<file path="src/logic/spiPkg.sv">
package spiPkg;

    // Each transaction carries a 7-bit address, a read/write bit and a data byte.
    localparam int addrWidth = 7;
    localparam int dataWidth = 8;
    localparam int memDepth = 128;

    // A pin must hold a new level this many clk cycles before it is accepted.
    localparam int debounceCycles = 3;
    localparam int debounceWidth = $clog2(debounceCycles);

    // The bit counter has to reach dataWidth in the read phase.
    localparam int bitCountWidth = $clog2(dataWidth + 1);

    // Raw pin order is {mosi, csN, sclk}; the bus idles with chip select high.
    localparam int rawPinCount = 3;
    localparam logic [rawPinCount-1:0] rawPinsIdle = 3'b010;

    // Controller state codes.
    localparam int stateWidth = 3;
    localparam logic [stateWidth-1:0] stateIdle = 3'd0;
    localparam logic [stateWidth-1:0] stateAddressLoad = 3'd1;
    localparam logic [stateWidth-1:0] stateBranch = 3'd2;
    localparam logic [stateWidth-1:0] stateDataLoad = 3'd3;
    localparam logic [stateWidth-1:0] stateRead = 3'd4;
    localparam logic [stateWidth-1:0] stateWrite = 3'd5;

    // Conditioned view of the SPI pins.
    typedef struct packed {
        logic sclkRise;
        logic sclkFall;
        logic csN;
        logic mosi;
    } spiPins;

    // Strobes from the controller to the datapath.
    typedef struct packed {
        logic addrLatch;
        logic shiftLoad;
        logic memWrite;
        logic misoEnable;
    } ctrlStrobes;

endpackage

</file>
<file path="src/logic/dataMemory.sv">
`timescale 1ns/100ps

module dataMemory
    import spiPkg::*;
(
    input  logic                 clk,
    input  ctrlStrobes           strobes,
    input  logic [dataWidth-1:0] busIn,
    output logic [dataWidth-1:0] readData
);

    logic [dataWidth-1:0] mem [memDepth];
    logic [addrWidth-1:0] addrReg;
    logic [addrWidth-1:0] busAddr;
    logic [addrWidth-1:0] readAddr;

    // The address sits above the read/write bit in the first byte.
    assign busAddr = busIn[dataWidth-1 -: addrWidth];

    // Reading through the incoming address has the byte ready the cycle after the latch.
    assign readAddr = strobes.addrLatch ? busAddr : addrReg;

    always_ff @(posedge clk) begin
        if (strobes.addrLatch) begin
            addrReg <= busAddr;
        end
        if (strobes.memWrite) begin
            mem[addrReg] <= busIn;
        end
        readData <= mem[readAddr];
    end

endmodule

</file>
<file path="src/logic/inputConditioner.sv">
`timescale 1ns/100ps

module inputConditioner
    import spiPkg::*;
(
    input  logic   clk,
    input  logic   reset,
    input  logic   sclk,
    input  logic   csN,
    input  logic   mosi,
    output spiPins pins
);

    logic [rawPinCount-1:0]   rawPins;
    logic [rawPinCount-1:0]   syncStage1;
    logic [rawPinCount-1:0]   syncStage2;
    logic [rawPinCount-1:0]   stablePins;
    logic [debounceWidth-1:0] stableCount [rawPinCount];
    logic                     sclkPrev;

    assign rawPins = {mosi, csN, sclk};

    // Two-flop synchronizer on every pin.
    always_ff @(posedge clk) begin
        if (reset) begin
            syncStage1 <= rawPinsIdle;
            syncStage2 <= rawPinsIdle;
        end else begin
            syncStage1 <= rawPins;
            syncStage2 <= syncStage1;
        end
    end

    // A pin's conditioned level follows only after the synchronized level has
    // disagreed with it for debounceCycles cycles in a row.
    always_ff @(posedge clk) begin
        if (reset) begin
            stablePins <= rawPinsIdle;
            for (int i = 0; i < rawPinCount; i++) begin
                stableCount[i] <= '0;
            end
        end else begin
            for (int i = 0; i < rawPinCount; i++) begin
                if (syncStage2[i] == stablePins[i]) begin
                    stableCount[i] <= '0;
                end else if (stableCount[i] == debounceWidth'(debounceCycles - 1)) begin
                    stablePins[i] <= syncStage2[i];
                    stableCount[i] <= '0;
                end else begin
                    stableCount[i] <= stableCount[i] + 1'b1;
                end
            end
        end
    end

    always_ff @(posedge clk) begin
        if (reset) begin
            sclkPrev <= 1'b0;
        end else begin
            sclkPrev <= stablePins[0];
        end
    end

    // Edge pulses last exactly one clk cycle.
    assign pins.sclkRise = stablePins[0] & ~sclkPrev;
    assign pins.sclkFall = ~stablePins[0] & sclkPrev;
    assign pins.csN = stablePins[1];
    assign pins.mosi = stablePins[2];

endmodule

</file>
<file path="src/logic/shiftRegister.sv">
`timescale 1ns/100ps

module shiftRegister
    import spiPkg::*;
(
    input  logic                 clk,
    input  logic                 reset,
    input  spiPins               pins,
    input  ctrlStrobes           strobes,
    input  logic [dataWidth-1:0] parallelIn,
    output logic [dataWidth-1:0] parallelOut,
    output logic                 miso
);

    logic [dataWidth-1:0] shiftReg;

    // A parallel load from memory wins over a serial shift.
    always_ff @(posedge clk) begin
        if (strobes.shiftLoad) begin
            shiftReg <= parallelIn;
        end else if (pins.sclkRise) begin
            shiftReg <= {shiftReg[dataWidth-2:0], pins.mosi};
        end
    end

    // MISO changes on the falling serial edge so the master can sample it
    // on the following rising edge.
    always_ff @(posedge clk) begin
        if (reset) begin
            miso <= 1'b0;
        end else if (pins.sclkFall) begin
            miso <= shiftReg[dataWidth-1];
        end
    end

    assign parallelOut = shiftReg;

endmodule

</file>
<file path="src/logic/spiController.sv">
`timescale 1ns/100ps

module spiController
    import spiPkg::*;
(
    input  logic       clk,
    input  logic       reset,
    input  spiPins     pins,
    input  logic       rwBit,
    output ctrlStrobes strobes
);

    logic [stateWidth-1:0]    state;
    logic [bitCountWidth-1:0] bitCount;

    always_ff @(posedge clk) begin
        // Chip select going high aborts whatever is in progress.
        if (reset || pins.csN) begin
            state <= stateIdle;
            bitCount <= '0;
            strobes <= '0;
        end else begin
            strobes.addrLatch <= 1'b0;
            strobes.shiftLoad <= 1'b0;
            strobes.memWrite <= 1'b0;

            case (state)
                stateIdle: begin
                    state <= stateAddressLoad;
                    bitCount <= '0;
                end

                // Seven address bits and the read/write bit make eight rising edges.
                stateAddressLoad: begin
                    if (pins.sclkRise) begin
                        if (bitCount == bitCountWidth'(addrWidth)) begin
                            bitCount <= '0;
                            state <= stateBranch;
                            strobes.addrLatch <= 1'b1;
                        end else begin
                            bitCount <= bitCount + 1'b1;
                        end
                    end
                end

                // The read/write bit now sits in the shift register's LSB.
                stateBranch: begin
                    if (rwBit) begin
                        state <= stateDataLoad;
                        strobes.shiftLoad <= 1'b1;
                    end else begin
                        state <= stateWrite;
                    end
                end

                stateDataLoad: begin
                    state <= stateRead;
                end

                // The first falling edge puts the MSB on MISO; the ninth ends the read.
                stateRead: begin
                    if (pins.sclkFall) begin
                        if (bitCount == bitCountWidth'(dataWidth)) begin
                            strobes.misoEnable <= 1'b0;
                            bitCount <= '0;
                            state <= stateIdle;
                        end else begin
                            strobes.misoEnable <= 1'b1;
                            bitCount <= bitCount + 1'b1;
                        end
                    end
                end

                stateWrite: begin
                    if (pins.sclkRise) begin
                        if (bitCount == bitCountWidth'(dataWidth - 1)) begin
                            strobes.memWrite <= 1'b1;
                            bitCount <= '0;
                            state <= stateIdle;
                        end else begin
                            bitCount <= bitCount + 1'b1;
                        end
                    end
                end

                default: begin
                    state <= stateIdle;
                    bitCount <= '0;
                    strobes.misoEnable <= 1'b0;
                end
            endcase
        end
    end

endmodule

</file>
<file path="src/logic/spiMemory.sv">
`timescale 1ns/100ps

module spiMemory
    import spiPkg::*;
(
    input  logic clk,
    input  logic reset,
    input  logic sclk,
    input  logic csN,
    input  logic mosi,
    output logic miso,
    output logic misoEnable
);

    spiPins               pins;
    ctrlStrobes           strobes;
    logic [dataWidth-1:0] parallelOut;
    logic [dataWidth-1:0] readData;
    logic                 rwBit;

    inputConditioner i_inputConditioner (
        .clk   (clk),
        .reset (reset),
        .sclk  (sclk),
        .csN   (csN),
        .mosi  (mosi),
        .pins  (pins)
    );

    // After the eighth bit the read/write flag is the newest bit shifted in.
    assign rwBit = parallelOut[0];

    spiController i_spiController (
        .clk     (clk),
        .reset   (reset),
        .pins    (pins),
        .rwBit   (rwBit),
        .strobes (strobes)
    );

    shiftRegister i_shiftRegister (
        .clk         (clk),
        .reset       (reset),
        .pins        (pins),
        .strobes     (strobes),
        .parallelIn  (readData),
        .parallelOut (parallelOut),
        .miso        (miso)
    );

    dataMemory i_dataMemory (
        .clk      (clk),
        .strobes  (strobes),
        .busIn    (parallelOut),
        .readData (readData)
    );

    assign misoEnable = strobes.misoEnable;

endmodule

</file>
<file path="config.mk">
export PLATFORM = sky130hd
export DESIGN_NAME = spiMemory
export DESIGN_NICKNAME = d
export VERILOG_FILES = /design/src/logic/spiPkg.sv /design/src/logic/dataMemory.sv /design/src/logic/inputConditioner.sv /design/src/logic/shiftRegister.sv /design/src/logic/spiController.sv /design/src/logic/spiMemory.sv
export SDC_FILE = /design/constraint.sdc
export NUM_CORES = 1
export LEC_CHECK = 0
export ABC_AREA = 1
export BUFFER_PORTS_ARGS = -buffer_cell sky130_fd_sc_hd__buf_4
export CELL_PAD_IN_SITES_DETAIL_PLACEMENT = 1
export CELL_PAD_IN_SITES_GLOBAL_PLACEMENT = 2
export CORE_ASPECT_RATIO = 0.75
export CORE_UTILIZATION = 30
export CTS_BUF_LIST = sky130_fd_sc_hd__clkbuf_8
export DETAILED_ROUTE_END_ITERATION = 10
export GPL_TIMING_DRIVEN = 0
export PLACE_DENSITY_LB_ADDON = 0.08
export SYNTH_ARGS = -nofsm -noshare
export SYNTH_HDL_FRONTEND = slang
export SYNTH_SLANG_ARGS = --single-unit
</file>
<file path="constraint.sdc">
create_clock -name clk -period 4.17 [get_ports clk]
set_input_delay 0.834 -clock clk [delete_from_list [all_inputs] [get_ports clk]]
set_output_delay 0.834 -clock clk [all_outputs]
set_load 0.01 [all_outputs]
</file>
==> flow_results.xml <==
<?xml version="1.0" encoding="UTF-8"?>
<metrics>
  <group name="outcome">
    <metric name="run_status" unit="">finished, violations left</metric>
    <metric name="failed_checks" unit="">max-capacitance violations, max-slew violations</metric>
  </group>
  <group name="sta">
    <metric name="period_minus_slack" unit="ps">3971</metric>
    <metric name="finalSetupViolations" unit="">0</metric>
    <metric name="final.period_utilization" unit="%">95.24</metric>
    <metric name="worst_slew_margin_rel" unit="%">-0.9305</metric>
    <metric name="fin_skew" unit="ps">51.78</metric>
    <metric name="rsz0062_at_grt" unit="">false</metric>
    <metric name="max_freq" unit="GHz">0.2518</metric>
    <metric name="finalSetupTns" unit="ps">0</metric>
    <metric name="report.final.hold_viol_count" unit="">0</metric>
    <metric name="max_slew.worst_pin.slew" unit="ps">1514</metric>
    <metric name="final-max-slew-violation-count" unit="">11</metric>
  </group>
  <group name="final_layout">
    <metric name="final_layout_size_suffix_gt1_share" unit="%">10.46</metric>
    <metric name="final_net_count" unit="">4916</metric>
    <metric name="synthToLayoutAreaGrowth" unit="%">16.59</metric>
    <metric name="finalInstanceArea" unit="um^2">55300</metric>
    <metric name="nFillCells" unit="">17540</metric>
  </group>
  <group name="cts">
    <metric name="cts.clk_slew.worst_paths" unit="ps">60</metric>
    <metric name="cts.htree.levels" unit="">4</metric>
    <metric name="cts.path.max_buffers" unit="">3</metric>
    <metric name="clock-sinks" unit="">1075</metric>
    <metric name="cts_resized" unit="">0</metric>
    <metric name="cts_tree" unit="">done</metric>
    <metric name="root_buffer" unit="">clkbuf_8</metric>
    <metric name="tritoncts.num_buffers" unit="">188</metric>
    <metric name="insertion_delay" unit="ps">950</metric>
  </group>
  <group name="grt">
    <metric name="antenna_violations_before_repair" unit="">8</metric>
    <metric name="gr-usage-met2" unit="%">34.26</metric>
    <metric name="first_global_vias" unit="">33840</metric>
    <metric name="grt_pass1_wl" unit="mm">270.7</metric>
    <metric name="groute.usage.overall" unit="%">24.45</metric>
    <metric name="grt_start_max_net_pins" unit="">25</metric>
    <metric name="global_route.overflow_total" unit="">0</metric>
    <metric name="grt_most_used_layer" unit="">met1</metric>
    <metric name="groute.layer.met3.usage" unit="%">4.597</metric>
    <metric name="grt.met1_usage" unit="%">38.20</metric>
  </group>
  <group name="synthesis">
    <metric name="synth-seq-cells" unit="">1075</metric>
    <metric name="netlist-cell-type-count" unit="">30</metric>
    <metric name="syn-mean-instance-area" unit="um^2">10.22</metric>
    <metric name="cell_types_occupying_the_most_area_after_synthesis" unit="">edfxtp_1 66%, nand3_1 11%, nand2_1 8.3%, inv_1 7.4%, buf_2 1.7%</metric>
    <metric name="post_synth_instance_area" unit="um^2">47430</metric>
    <metric name="yosysTopAreaCellShare" unit="%">65.72</metric>
    <metric name="synthesis.yosys.warnings" unit="">0</metric>
    <metric name="post-synth-top-area-cell" unit="">edfxtp_1</metric>
    <metric name="syn-instance-count" unit="">4639</metric>
    <metric name="ys_seq_area_share" unit="%">67.28</metric>
  </group>
  <group name="routing">
    <metric name="drc" unit="">0</metric>
    <metric name="drt_iter0_markers" unit="">3164</metric>
    <metric name="route.detailed.vias_per_inst" unit="">4.832</metric>
    <metric name="totalWireLength" unit="mm">194.0</metric>
    <metric name="ant_nets" unit="">0</metric>
    <metric name="number_of_search_and_repair_iterations_in_the_first_detailed_routing_pass" unit="">5</metric>
    <metric name="vias" unit="">34580</metric>
    <metric name="wl_per_cell" unit="um">27.12</metric>
  </group>
  <group name="worst_setup_path">
    <metric name="cp_data_arrival_time" unit="ps">4520</metric>
    <metric name="cp.required" unit="ps">4710</metric>
    <metric name="worst_setup_path_start_kind" unit="">flip-flop</metric>
    <metric name="crit_path_end_kind" unit="">flip-flop</metric>
    <metric name="worst-path-max-fanout" unit="">12</metric>
    <metric name="worst-setup-path-type" unit="">reg -&gt; reg</metric>
  </group>
  <group name="floorplan">
    <metric name="die_width" unit="um">461.1</metric>
    <metric name="count_of_boundary_i_o_pins" unit="">7</metric>
    <metric name="floorplan.die.height" unit="um">346.3</metric>
    <metric name="die_footprint" unit="um^2">159700</metric>
    <metric name="row_count" unit="">125</metric>
    <metric name="placeableCoreArea" unit="um^2">155900</metric>
    <metric name="starting_density" unit="%">30.42</metric>
  </group>
  <group name="power_and_ir_drop">
    <metric name="power.static_leakage" unit="uW">0.02291</metric>
    <metric name="power.density_cell_area" unit="nW/um^2">386.3</metric>
    <metric name="total_chip_power" unit="uW">21360</metric>
    <metric name="max-vdd-ir-drop" unit="mV">0.2842</metric>
  </group>
  <group name="place">
    <metric name="gpl.final_weighted_congestion" unit="">0.8435</metric>
    <metric name="dp.final_hpwl" unit="mm">140.6</metric>
    <metric name="post_dp_cell_area" unit="um^2">51820</metric>
    <metric name="io_buffer_count" unit="">5</metric>
  </group>
  <group name="hold_path">
    <metric name="holdCritPathClass" unit="">in -&gt; reg</metric>
  </group>
  <group name="run">
    <metric name="timing.max_cap.violations" unit="">1</metric>
  </group>
</metrics>
-- path summary, 6_finish.rpt --
path / from / to / slack (ps) / cells past startpoint
max: i_spiController.strobes[1] / i_dataMemory.mem[26][1] / 200 / 4
max reg2reg: i_spiController.strobes[1] / i_dataMemory.mem[26][1] / 200 / 4
min reg2reg: i_inputConditioner.syncStage1[0] / i_inputConditioner.syncStage2[0] / 410 / 2
min: reset / i_inputConditioner.syncStage1[2] / 270 / 2
-- routing by layer --
layer	up-vias	wire length, um
li1	15710	-
met1	17610	98890
met2	1007	79400
met3	251	11690
met4	0	4051
met5	-	0
-- Yosys cell counts, drive strengths merged --
cell type,number
nor3,14
clkinv,3
conb,1
a211oi,4
nand3b,64
inv,938
xor2,1
a21oi,12
dfxtp,37
o211ai,2
clkbuf,30
buf,213
nor2,153
or2,3
nand2,1061
a31oi,1
edfxtp,1038
o21ai,13
nand3,1045
xnor2,1
ha,5
-- metrics by stage --
| stage | setup slack [ps] | std cells | utilization [%] | hold slack (ps) |
|---|---|---|---|---|
| floorplan | 884.7 | 4644 | - | 388.3 |
| global placement | -3935 | 6744 | 32.13 | 393.9 |
| detailed placement | 306.4 | 6808 | 33.23 | 400.1 |
| CTS | 242.7 | 7142 | 35.44 | 174.0 |
| global route | 108.8 | 7148 | 35.45 | 237.9 |
| finish | 198.5 | 7156 | 35.46 | 274.5 |
-- cells in the final DEF, fill, tap and decap left out, types with 4 or more instances in the layout --
master      instances
nand2_1          1055
nand3_1          1045
edfxtp_1         1038
inv_1            1002
clkbuf_8          203
buf_2             159
nor2_1            153
nand3b_1           64
buf_16             60
buf_4              46
clkinv_1           39
dfxtp_1            37
clkbuf_1           25
diode_2            14
a21oi_1            12
nor3_1             11
clkinv_2           10
buf_6               7
buf_1               7
o21ai_0             6
clkinvlp_4          6
inv_6               6
conb_1              6
clkbuf_2            5
ha_1                5
o21ai_2             4
nand2_2             4
a211oi_1            4
-- power breakdown --
group	internal [uW]	leakage [uW]	switching, uW
registers	11800	0.00964	21.4
logic	118	0.0113	177
clock network	4580	0.00198	4690
total	16500	0.0229	4890
-- timing repair --
action | in CTS | in global routing
buffers inserted | 0 | 0
hold buffers | 3 | 0
endpoints found under the hold margin | 3 | 0
setup endpoints to repair | 0 | 0
-- area by class of cell --
| cell class | count | area [um^2] | share of cell area (%) |
|---|---|---|---|
| flip-flops and latches | 1075 | 31910 | 57.71 |
| multi-input cells | 2385 | 10700 | 19.35 |
| inverters | 941 | 3532 | 6.388 |
| clock buffers | 203 | 2794 | 5.053 |
| well taps | 2095 | 2621 | 4.740 |
| repair buffers | 72 | 1769 | 3.199 |
| plain buffers | 243 | 1323 | 2.392 |
| clock inverters | 128 | 610.6 | 1.104 |
| diodes | 14 | 35.03 | 0.06336 |
-- kinds of logic (layout without fill, tap and decap cells) --
logic type / after synthesis / in the layout / synth area share (%)
simple gates: 2340 / 2340 / 21.89
buf+inv: 1184 / 1587 / 10.22
fa+ha+maj: 5 / 5 / 0.1319
other cells: 1 / 20 / 0.007907
flops: 1075 / 1075 / 67.28
compound gates: 32 / 32 / 0.4274
xor+xnor: 2 / 2 / 0.03694
-- registers in the layout, indices dropped and copies added (netlist names), 3 cells and up --
register and count:
i_inputConditioner.syncStage1 3, i_spiController.strobes 4, i_inputConditioner.stablePins 3, i_spiController.bitCount 4, i_dataMemory.mem 1024, i_shiftRegister.parallelOut 8, i_inputConditioner.stableCount 6, i_dataMemory.addrReg 7
i_spiController.state 3, i_dataMemory.readData 8, i_inputConditioner.syncStage2 3
-- worst max-delay path, cell delays in order (launching register included) --
cell and delay (ps):
dfxtp_1 490, clkbuf_1 460, nand2_1 680, clkbuf_2 720, nor2_1 1190
Note: power is estimated with default switching activity, not from simulation.
